[config.mk]
export PLATFORM = sky130hd
export DESIGN_NAME = video_top
export DESIGN_NICKNAME = d
export VERILOG_FILES = /design/src/design/tsvid_pkg.sv /design/src/design/video_ports.sv /design/src/design/video_sync.sv /design/src/design/video_fetch.sv /design/src/design/video_render.sv /design/src/design/video_top.sv
export SDC_FILE = /design/constraint.sdc
export NUM_CORES = 2
export LEC_CHECK = 0
export BUFFER_PORTS_ARGS = -buffer_cell sky130_fd_sc_hd__buf_4
export CORE_MARGIN = 3
export CORE_UTILIZATION = 57
export DETAILED_ROUTE_END_ITERATION = 12
export GPL_TIMING_DRIVEN = 0
export PLACE_DENSITY = 0.81
export SLEW_MARGIN = 20
export SYNTH_ARGS = -nofsm -noshare
export SYNTH_HDL_FRONTEND = slang
export SYNTH_HIERARCHICAL = 1
export SYNTH_SLANG_ARGS = --single-unit
[constraint.sdc]
create_clock -name clk -period 2.6 [get_ports clk]
set_input_delay 0.13 -clock clk [delete_from_list [all_inputs] [get_ports clk]]
set_output_delay 0.13 -clock clk [all_outputs]
set_load 0.01 [all_outputs]
[src/design/tsvid_pkg.sv]
package tsvid_pkg;

	// raster timing, one pixel per clock
	localparam int H_TOTAL   = 64;
	localparam int V_TOTAL   = 40;
	localparam int H_SYNC    = 6;
	localparam int V_SYNC    = 2;
	localparam int H_ACT_BEG = 16;
	localparam int H_ACT_LEN = 32;
	localparam int V_ACT_BEG = 8;
	localparam int V_ACT_LEN = 16;

	// 4 pixels per 16-bit word
	localparam int WORDS_PER_LINE = 8;
	localparam int DRAM_CREDITS   = 4;
	localparam int PIPE_LAT       = 2;

	// port map
	localparam logic [7:0] REG_VPAGE    = 8'h01;
	localparam logic [7:0] REG_GY_OFFS  = 8'h04;
	localparam logic [7:0] REG_PALSEL   = 8'h07;
	localparam logic [7:0] REG_BORDER   = 8'h0F;
	localparam logic [7:0] REG_VINT_BEG = 8'h23;

	typedef struct packed {
		logic [7:0] addr;
		logic [7:0] data;
	} port_wr_t;

	// data is 5:5:5 red, green, blue
	typedef struct packed {
		logic [7:0]  addr;
		logic [14:0] data;
	} cram_wr_t;

	typedef struct packed {
		logic [7:0] border;
		logic [7:0] vpage;
		logic [7:0] gy_offs;
		logic [7:0] palsel;
		logic [5:0] vint_beg;
	} vid_cfg_t;

	typedef struct packed {
		logic [5:0] hcount;
		logic [5:0] vcount;
		logic       hsync;
		logic       vsync;
		logic       active;
		logic       line_start;
		logic       frame_start;
	} raster_t;

	typedef struct packed {
		logic [20:0] addr;
	} dram_rd_t;

	typedef struct packed {
		logic [15:0] data;
	} dram_resp_t;

	typedef struct packed {
		logic [1:0] red;
		logic [1:0] grn;
		logic [1:0] blu;
	} rgb_t;

endpackage

[src/design/video_ports.sv]
`timescale 1ns/100ps

module video_ports (
	input  logic                 clk,
	input  logic                 rst,
	input  logic                 port_we,
	input  tsvid_pkg::port_wr_t  port_wr,
	input  tsvid_pkg::raster_t   ras,
	output tsvid_pkg::vid_cfg_t  cfg
);

	// live registers, written by the CPU
	logic [7:0] border;
	logic [7:0] vpage;
	logic [7:0] gy_offs;
	logic [7:0] palsel;
	logic [5:0] vint_beg;

	// frame-latched copies
	logic [7:0] vpage_sh;
	logic [7:0] palsel_sh;

	always_ff @(posedge clk) begin
		if (rst) begin
			border    <= '0;
			vpage     <= '0;
			gy_offs   <= '0;
			palsel    <= '0;
			vint_beg  <= '0;
			vpage_sh  <= '0;
			palsel_sh <= '0;
		end else begin
			if (port_we) begin
				case (port_wr.addr)
					tsvid_pkg::REG_BORDER:   border   <= port_wr.data;
					tsvid_pkg::REG_VPAGE:    vpage    <= port_wr.data;
					tsvid_pkg::REG_GY_OFFS:  gy_offs  <= port_wr.data;
					tsvid_pkg::REG_PALSEL:   palsel   <= port_wr.data;
					tsvid_pkg::REG_VINT_BEG: vint_beg <= port_wr.data[5:0];
					default: ;
				endcase
			end
			// page and palette switch only between frames
			if (ras.frame_start) begin
				vpage_sh  <= vpage;
				palsel_sh <= palsel;
			end
		end
	end

	always_comb begin
		cfg.border   = border;
		cfg.vpage    = vpage_sh;
		cfg.gy_offs  = gy_offs;
		cfg.palsel   = palsel_sh;
		cfg.vint_beg = vint_beg;
	end

endmodule

[src/design/video_sync.sv]
`timescale 1ns/100ps

module video_sync (
	input  logic                clk,
	input  logic                rst,
	input  tsvid_pkg::vid_cfg_t cfg,
	output tsvid_pkg::raster_t  ras,
	output logic                int_start
);

	logic [5:0] hcount;
	logic [5:0] vcount;
	logic [5:0] vcount_next;
	logic       h_last;
	logic       v_last;
	logic       hact;
	logic       vact;

	assign h_last = hcount == 6'(tsvid_pkg::H_TOTAL - 1);
	assign v_last = vcount == 6'(tsvid_pkg::V_TOTAL - 1);

	// line number seen after the next line wrap
	assign vcount_next = v_last ? 6'd0 : vcount + 6'd1;

	always_ff @(posedge clk) begin
		if (rst) begin
			hcount <= '0;
			vcount <= '0;
		end else begin
			hcount <= h_last ? 6'd0 : hcount + 6'd1;
			if (h_last)
				vcount <= vcount_next;
		end
	end

	// registered so it lands exactly on hcount 0 of the chosen line
	always_ff @(posedge clk) begin
		if (rst)
			int_start <= 1'b0;
		else
			int_start <= h_last && (vcount_next == cfg.vint_beg);
	end

	assign hact = (hcount >= 6'(tsvid_pkg::H_ACT_BEG)) &&
		(hcount < 6'(tsvid_pkg::H_ACT_BEG + tsvid_pkg::H_ACT_LEN));
	assign vact = (vcount >= 6'(tsvid_pkg::V_ACT_BEG)) &&
		(vcount < 6'(tsvid_pkg::V_ACT_BEG + tsvid_pkg::V_ACT_LEN));

	always_comb begin
		ras.hcount      = hcount;
		ras.vcount      = vcount;
		ras.hsync       = hcount < 6'(tsvid_pkg::H_SYNC);
		ras.vsync       = vcount < 6'(tsvid_pkg::V_SYNC);
		ras.active      = hact && vact;
		ras.line_start  = hcount == 6'd0;
		ras.frame_start = (hcount == 6'd0) && (vcount == 6'd0);
	end

endmodule

[src/design/video_fetch.sv]
`timescale 1ns/100ps

module video_fetch (
	input  logic                  clk,
	input  logic                  rst,
	input  tsvid_pkg::vid_cfg_t   cfg,
	input  tsvid_pkg::raster_t    ras,
	output logic                  dram_req_valid,
	output tsvid_pkg::dram_rd_t   dram_req,
	input  logic                  dram_resp_valid,
	input  tsvid_pkg::dram_resp_t dram_resp,
	input  logic                  dram_credit,
	input  logic [2:0]            rd_idx,
	output logic [15:0]           rd_word
);

	// two line halves of WORDS_PER_LINE words each
	logic [15:0] line_mem [0:15];
	logic        rd_half;
	logic [2:0]  wr_idx;
	logic [3:0]  req_cnt;
	logic [2:0]  credits;
	logic [7:0]  page;
	logic [7:0]  row_base;
	logic [5:0]  next_row;
	logic        fetch_go;
	logic        issue;

	assign next_row = ras.vcount + 6'd1 - 6'(tsvid_pkg::V_ACT_BEG);

	// last fetch is on the line before the last active one
	assign fetch_go = ras.line_start &&
		(ras.vcount >= 6'(tsvid_pkg::V_ACT_BEG - 1)) &&
		(ras.vcount < 6'(tsvid_pkg::V_ACT_BEG + tsvid_pkg::V_ACT_LEN - 1));

	assign issue = (req_cnt != 4'(tsvid_pkg::WORDS_PER_LINE)) && (credits != 3'd0);

	always_ff @(posedge clk) begin
		if (rst) begin
			credits        <= 3'(tsvid_pkg::DRAM_CREDITS);
			req_cnt        <= 4'(tsvid_pkg::WORDS_PER_LINE);
			dram_req_valid <= 1'b0;
		end else begin
			credits        <= credits - {2'b00, issue} + {2'b00, dram_credit};
			dram_req_valid <= issue;
			if (fetch_go)
				req_cnt <= '0;
			else if (issue)
				req_cnt <= req_cnt + 4'd1;
		end
	end

	// page and row are frozen for the whole line fetch
	always_ff @(posedge clk) begin
		if (fetch_go) begin
			page     <= cfg.vpage;
			row_base <= {2'b00, next_row} + cfg.gy_offs;
		end
		if (issue)
			dram_req.addr <= {2'b00, page, row_base, req_cnt[2:0]};
	end

	always_ff @(posedge clk) begin
		if (rst) begin
			rd_half <= 1'b0;
			wr_idx  <= '0;
		end else begin
			if (ras.line_start)
				rd_half <= ~rd_half;
			if (fetch_go)
				wr_idx <= '0;
			else if (dram_resp_valid)
				wr_idx <= wr_idx + 3'd1;
		end
	end

	// responses arrive in order, fill the idle half
	always_ff @(posedge clk) begin
		if (dram_resp_valid)
			line_mem[{~rd_half, wr_idx}] <= dram_resp.data;
	end

	assign rd_word = line_mem[{rd_half, rd_idx}];

endmodule

[src/design/video_render.sv]
`timescale 1ns/100ps

module video_render (
	input  logic                clk,
	input  logic                rst,
	input  tsvid_pkg::vid_cfg_t cfg,
	input  tsvid_pkg::raster_t  ras,
	output logic [2:0]          rd_idx,
	input  logic [15:0]         rd_word,
	input  logic                cram_we,
	input  tsvid_pkg::cram_wr_t cram_wr,
	output tsvid_pkg::rgb_t     rgb,
	output logic                hsync_out,
	output logic                vsync_out
);

	logic [14:0] cram [0:255];
	logic [4:0]  px;
	logic [3:0]  nib;
	logic [7:0]  pal_idx;
	logic [7:0]  idx_q;
	logic        blank_q;
	logic        hs_q;
	logic        vs_q;
	logic [14:0] ent;

	// pixel position inside the active window
	assign px      = 5'(ras.hcount - 6'(tsvid_pkg::H_ACT_BEG));
	assign rd_idx  = px[4:2];
	assign nib     = rd_word[{px[1:0], 2'b00} +: 4];
	assign pal_idx = ras.active ? {cfg.palsel[3:0], nib} : cfg.border;

	always_ff @(posedge clk) begin
		if (cram_we)
			cram[cram_wr.addr] <= cram_wr.data;
	end

	always_ff @(posedge clk)
		idx_q <= pal_idx;

	// stage 1 flags
	always_ff @(posedge clk) begin
		if (rst) begin
			blank_q <= 1'b1;
			hs_q    <= 1'b0;
			vs_q    <= 1'b0;
		end else begin
			blank_q <= ras.hsync | ras.vsync;
			hs_q    <= ras.hsync;
			vs_q    <= ras.vsync;
		end
	end

	assign ent = cram[idx_q];

	// stage 2, top two bits of each 5-bit channel
	always_ff @(posedge clk) begin
		if (rst) begin
			rgb       <= '0;
			hsync_out <= 1'b0;
			vsync_out <= 1'b0;
		end else begin
			rgb       <= blank_q ? '0 : {ent[14:13], ent[9:8], ent[4:3]};
			hsync_out <= hs_q;
			vsync_out <= vs_q;
		end
	end

endmodule

[src/design/video_top.sv]
`timescale 1ns/100ps

module video_top (
	input  logic                  clk,
	input  logic                  rst,

	// CPU side
	input  logic                  port_we,
	input  tsvid_pkg::port_wr_t   port_wr,
	input  logic                  cram_we,
	input  tsvid_pkg::cram_wr_t   cram_wr,

	// video out
	output tsvid_pkg::rgb_t       rgb,
	output logic                  hsync,
	output logic                  vsync,
	output logic                  int_start,

	// DRAM, credit flow control
	output logic                  dram_req_valid,
	output tsvid_pkg::dram_rd_t   dram_req,
	input  logic                  dram_resp_valid,
	input  tsvid_pkg::dram_resp_t dram_resp,
	input  logic                  dram_credit
);

	tsvid_pkg::vid_cfg_t cfg;
	tsvid_pkg::raster_t  ras;
	logic [2:0]          rd_idx;
	logic [15:0]         rd_word;

	video_ports video_ports (
		.clk         (clk),
		.rst         (rst),
		.port_we     (port_we),
		.port_wr     (port_wr),
		.ras         (ras),
		.cfg         (cfg)
	);

	video_sync video_sync (
		.clk         (clk),
		.rst         (rst),
		.cfg         (cfg),
		.ras         (ras),
		.int_start   (int_start)
	);

	video_fetch video_fetch (
		.clk             (clk),
		.rst             (rst),
		.cfg             (cfg),
		.ras             (ras),
		.dram_req_valid  (dram_req_valid),
		.dram_req        (dram_req),
		.dram_resp_valid (dram_resp_valid),
		.dram_resp       (dram_resp),
		.dram_credit     (dram_credit),
		.rd_idx          (rd_idx),
		.rd_word         (rd_word)
	);

	video_render video_render (
		.clk         (clk),
		.rst         (rst),
		.cfg         (cfg),
		.ras         (ras),
		.rd_idx      (rd_idx),
		.rd_word     (rd_word),
		.cram_we     (cram_we),
		.cram_wr     (cram_wr),
		.rgb         (rgb),
		.hsync_out   (hsync),
		.vsync_out   (vsync)
	);

endmodule

==> flow_metrics.env <==
export IMPL_status="finished, violations left"
export IMPL_violations="negative setup slack"
export IMPL_root_buffer="clkbuf_16"
export IMPL_grt_pass1_vias=44300
export IMPL_yosysWarnings=6
export IMPL_max_freq_ghz=0.320
export IMPL_crit_path_end_kind="register"
export IMPL_worstMarginPinSlew_ns=1.33
export IMPL_rsz0062_at_grt="yes"
export IMPL_skew_ns=0.0312
export IMPL_grtUsageTotal=0.398
export IMPL_power_w=0.0628
export IMPL_syn_inst=4002
export IMPL_drv_cap=0
export IMPL_dr_pass1_iters=9
export IMPL_crit_top_cell="buf_12"
export IMPL_crit_type="reg -> reg"
export IMPL_report_final_slew_viol_count=0
export IMPL_grt_max_degree=137
export IMPL_cpPeakStageDelay_ns=0.53
export IMPL_cp_start_kind="register"
export IMPL_antenna_left=0
export IMPL_ir_worst_vdd_mv=0.765
export IMPL_fill_cells=7939
export IMPL_ios=92
export IMPL_cp_buffers_inverters=4
export IMPL_cp_required_ns=3.27
export IMPL_cp_max_fo=10
export IMPL_hpwlAfterDp_um=174000
export IMPL_gp_congestion=1.11
export IMPL_hold_path_class="in -> reg"
export IMPL_numClockSinks=1917
export IMPL_power_per_cell_area_mw_per_mm2=696
export IMPL_cts_tree="done"
export IMPL_ff_latch_area_mm2=0.0567
export IMPL_holdWs_ns=0.169
export IMPL_avgSynthCellArea_um2=19.1
export IMPL_fp_dieW_um=372
export IMPL_start_util=0.577
export IMPL_grt_overflow_total=0
export IMPL_drtIter0Drc=8683
export IMPL_clock_latency_ns=0.86
export IMPL_nNetsFinal=4548
export IMPL_drive_gt1_frac=0.270
export IMPL_netlist_area_mm2=0.0764
export IMPL_cts_max_level=4
export IMPL_viasPerCell=7.38
export IMPL_r2r_setup_slack_ns=-0.53
export IMPL_cts_made_buffers=184
export IMPL_wl_per_cell_um=43.2
export IMPL_row_count=133
export IMPL_clock_path_buffers=3
export IMPL_cp_data_arrival_time_ns=3.80
export IMPL_maxSlewHeadroom=0.116
export IMPL_die_h_um=372
export IMPL_crit_chain="buf_12 -> buf_8 -> buf_12 -> buf_12 -> mux4_2 -> o21ai_0 -> nand2_2 -> o211ai_1 -> o22ai_4"
export IMPL_die_area_mm2=0.138
export IMPL_grt_pass1_wl_um=368000
export IMPL_io_buffers=74
export IMPL_path_delay_family="compound AO/OA/AOI/OAI gates"
export IMPL_antenna_found_initial=23
export IMPL_cts_clk_slew_worst_paths_ns=0.06
export IMPL_setup_ws_ns=-0.529
export IMPL_drc_errors=0
export IMPL_drt_total_wl_um=275000
export IMPL_finalCritPeriodShare=1.20
export IMPL_post_route_min_period_ns=3.13
export IMPL_via_count=47000
export IMPL_power_leakage_nw=28.0
export IMPL_fin_tns_setup_ns=-20.99
export IMPL_multiInputGateArea_mm2=0.0193
export IMPL_hold_viol_final=0
export IMPL_core_mm2=0.132
export IMPL_syn_to_final_growth_pct=18.0
export IMPL_cp_slowest_cell="o211ai_1"
export IMPL_setup_viol=241
==> where the power goes <==
| part | internal [W] | switching [W] | total, W | leakage (nW) |
|---|---|---|---|---|
| clock network | 0.0149 | 0.0117 | 0.0267 | 2.88 |
| logic | 0.000662 | 0.00134 | 0.00200 | 7.93 |
| registers | 0.0340 | 0.0000895 | 0.0341 | 17.2 |
==> layout make-up <==
class | instances | share of cell area
flip-flops and latches | 1917 | 0.629
multi-input cells | 1811 | 0.214
clock buffers | 228 | 0.0530
repair buffers | 283 | 0.0348
plain buffers | 241 | 0.0305
well taps | 1755 | 0.0244
clock inverters | 101 | 0.0128
inverters | 24 | 0.00111
diodes | 11 | 0.000305
repair inverters | 1 | 0.0000555
==> flip-flops by register name, summed over array words and instances (netlist names), 3 cells and up <==
| name | count |
|---|---|
| video_ports/vpage | 8 |
| video_ports/palsel_sh | 4 |
| video_ports/vpage_sh | 8 |
| video_render/rgb | 6 |
| video_fetch/dram_req | 19 |
| video_fetch/page | 8 |
| video_fetch/row_base | 8 |
| video_fetch/line_mem | 256 |
| video_fetch/req_cnt | 4 |
| video_ports/palsel | 4 |
| video_fetch/credits | 3 |
| video_fetch/wr_idx | 3 |
| video_ports/vint_beg | 6 |
| video_sync/hcount | 6 |
| video_render/idx_q | 8 |
| video_render/cram | 1536 |
| video_ports/border | 8 |
| video_ports/gy_offs | 8 |
| video_sync/vcount | 6 |
==> timing repair <==
action	CTS	global route
hold buffers	51	0
gates cloned	6	3
pin swaps	74	41
endpoints found under the hold margin	981	0
setup buffers	91	43
resized for setup	545	94
setup endpoints to repair	35	96
==> worst min-delay path, delay by kind of cell <==
family                 cells  cell delay [ns]
multiplexers               1             0.13
AND/OR/NAND/NOR            2             0.54
buffers and inverters      1             0.13
==> placed cells by master (no fill, tap or decap), types with 18 or more instances in the layout <==
master,instances
nand2_1,95
buf_8,23
clkbuf_16,188
dlygate4sd3_1,51
buf_12,55
nor2_1,312
clkinv_1,35
nor2b_1,24
nand4_1,20
and2_1,27
nand2b_1,50
nor3_2,19
clkbuf_2,28
o21ai_0,28
o22ai_1,27
mux4_1,55
bufinv_16,18
buf_6,33
clkbuf_4,18
mux2i_1,236
mux2_2,20
nor3_1,66
o221ai_1,22
edfxtp_1,1827
buf_2,23
a22oi_2,29
clkinv_2,28
clkbuf_1,87
buf_4,184
ha_1,22
dfxtp_1,83
mux4_2,295
nand3_1,41
buf_16,50
o221ai_2,26
inv_1,21
a21oi_1,32
==> path summary, 6_finish.rpt <==
| kind | start | endpoint | cells after the start |
|---|---|---|---|
| max | video_render/idx_q[1] | video_render/rgb[0] | 9 |
| min | port_wr[8] | video_ports/vpage[5] | 4 |
| max reg2reg | video_render/idx_q[1] | video_render/rgb[0] | 9 |
| min reg2reg | video_fetch/page[5] | video_fetch/dram_req[16] | 0 |
==> stage by stage <==
stage	cell area [µm²]	worst slack [ns]	utilization	cells
after CTS	89300	-0.288	0.675	6319
after detailed placement	79600	-1.78	0.602	5849
after floorplan	76400	0.0676	-	4003
final	90100	-0.529	0.681	6372
after global routing	90100	-0.380	0.681	6363
after global placement	79100	-2.30	0.598	5832
==> metal layers <==
metal | GRT usage | wire, µm | vias to the layer above
met5 | 0.00926 | 235 | -
met4 | 0.213 | 20000 | 14
met3 | 0.201 | 50800 | 1098
met2 | 0.562 | 116000 | 4898
met1 | 0.504 | 88100 | 23800
li1 | - | - | 17200
Note: power is estimated with default switching activity, not from simulation.
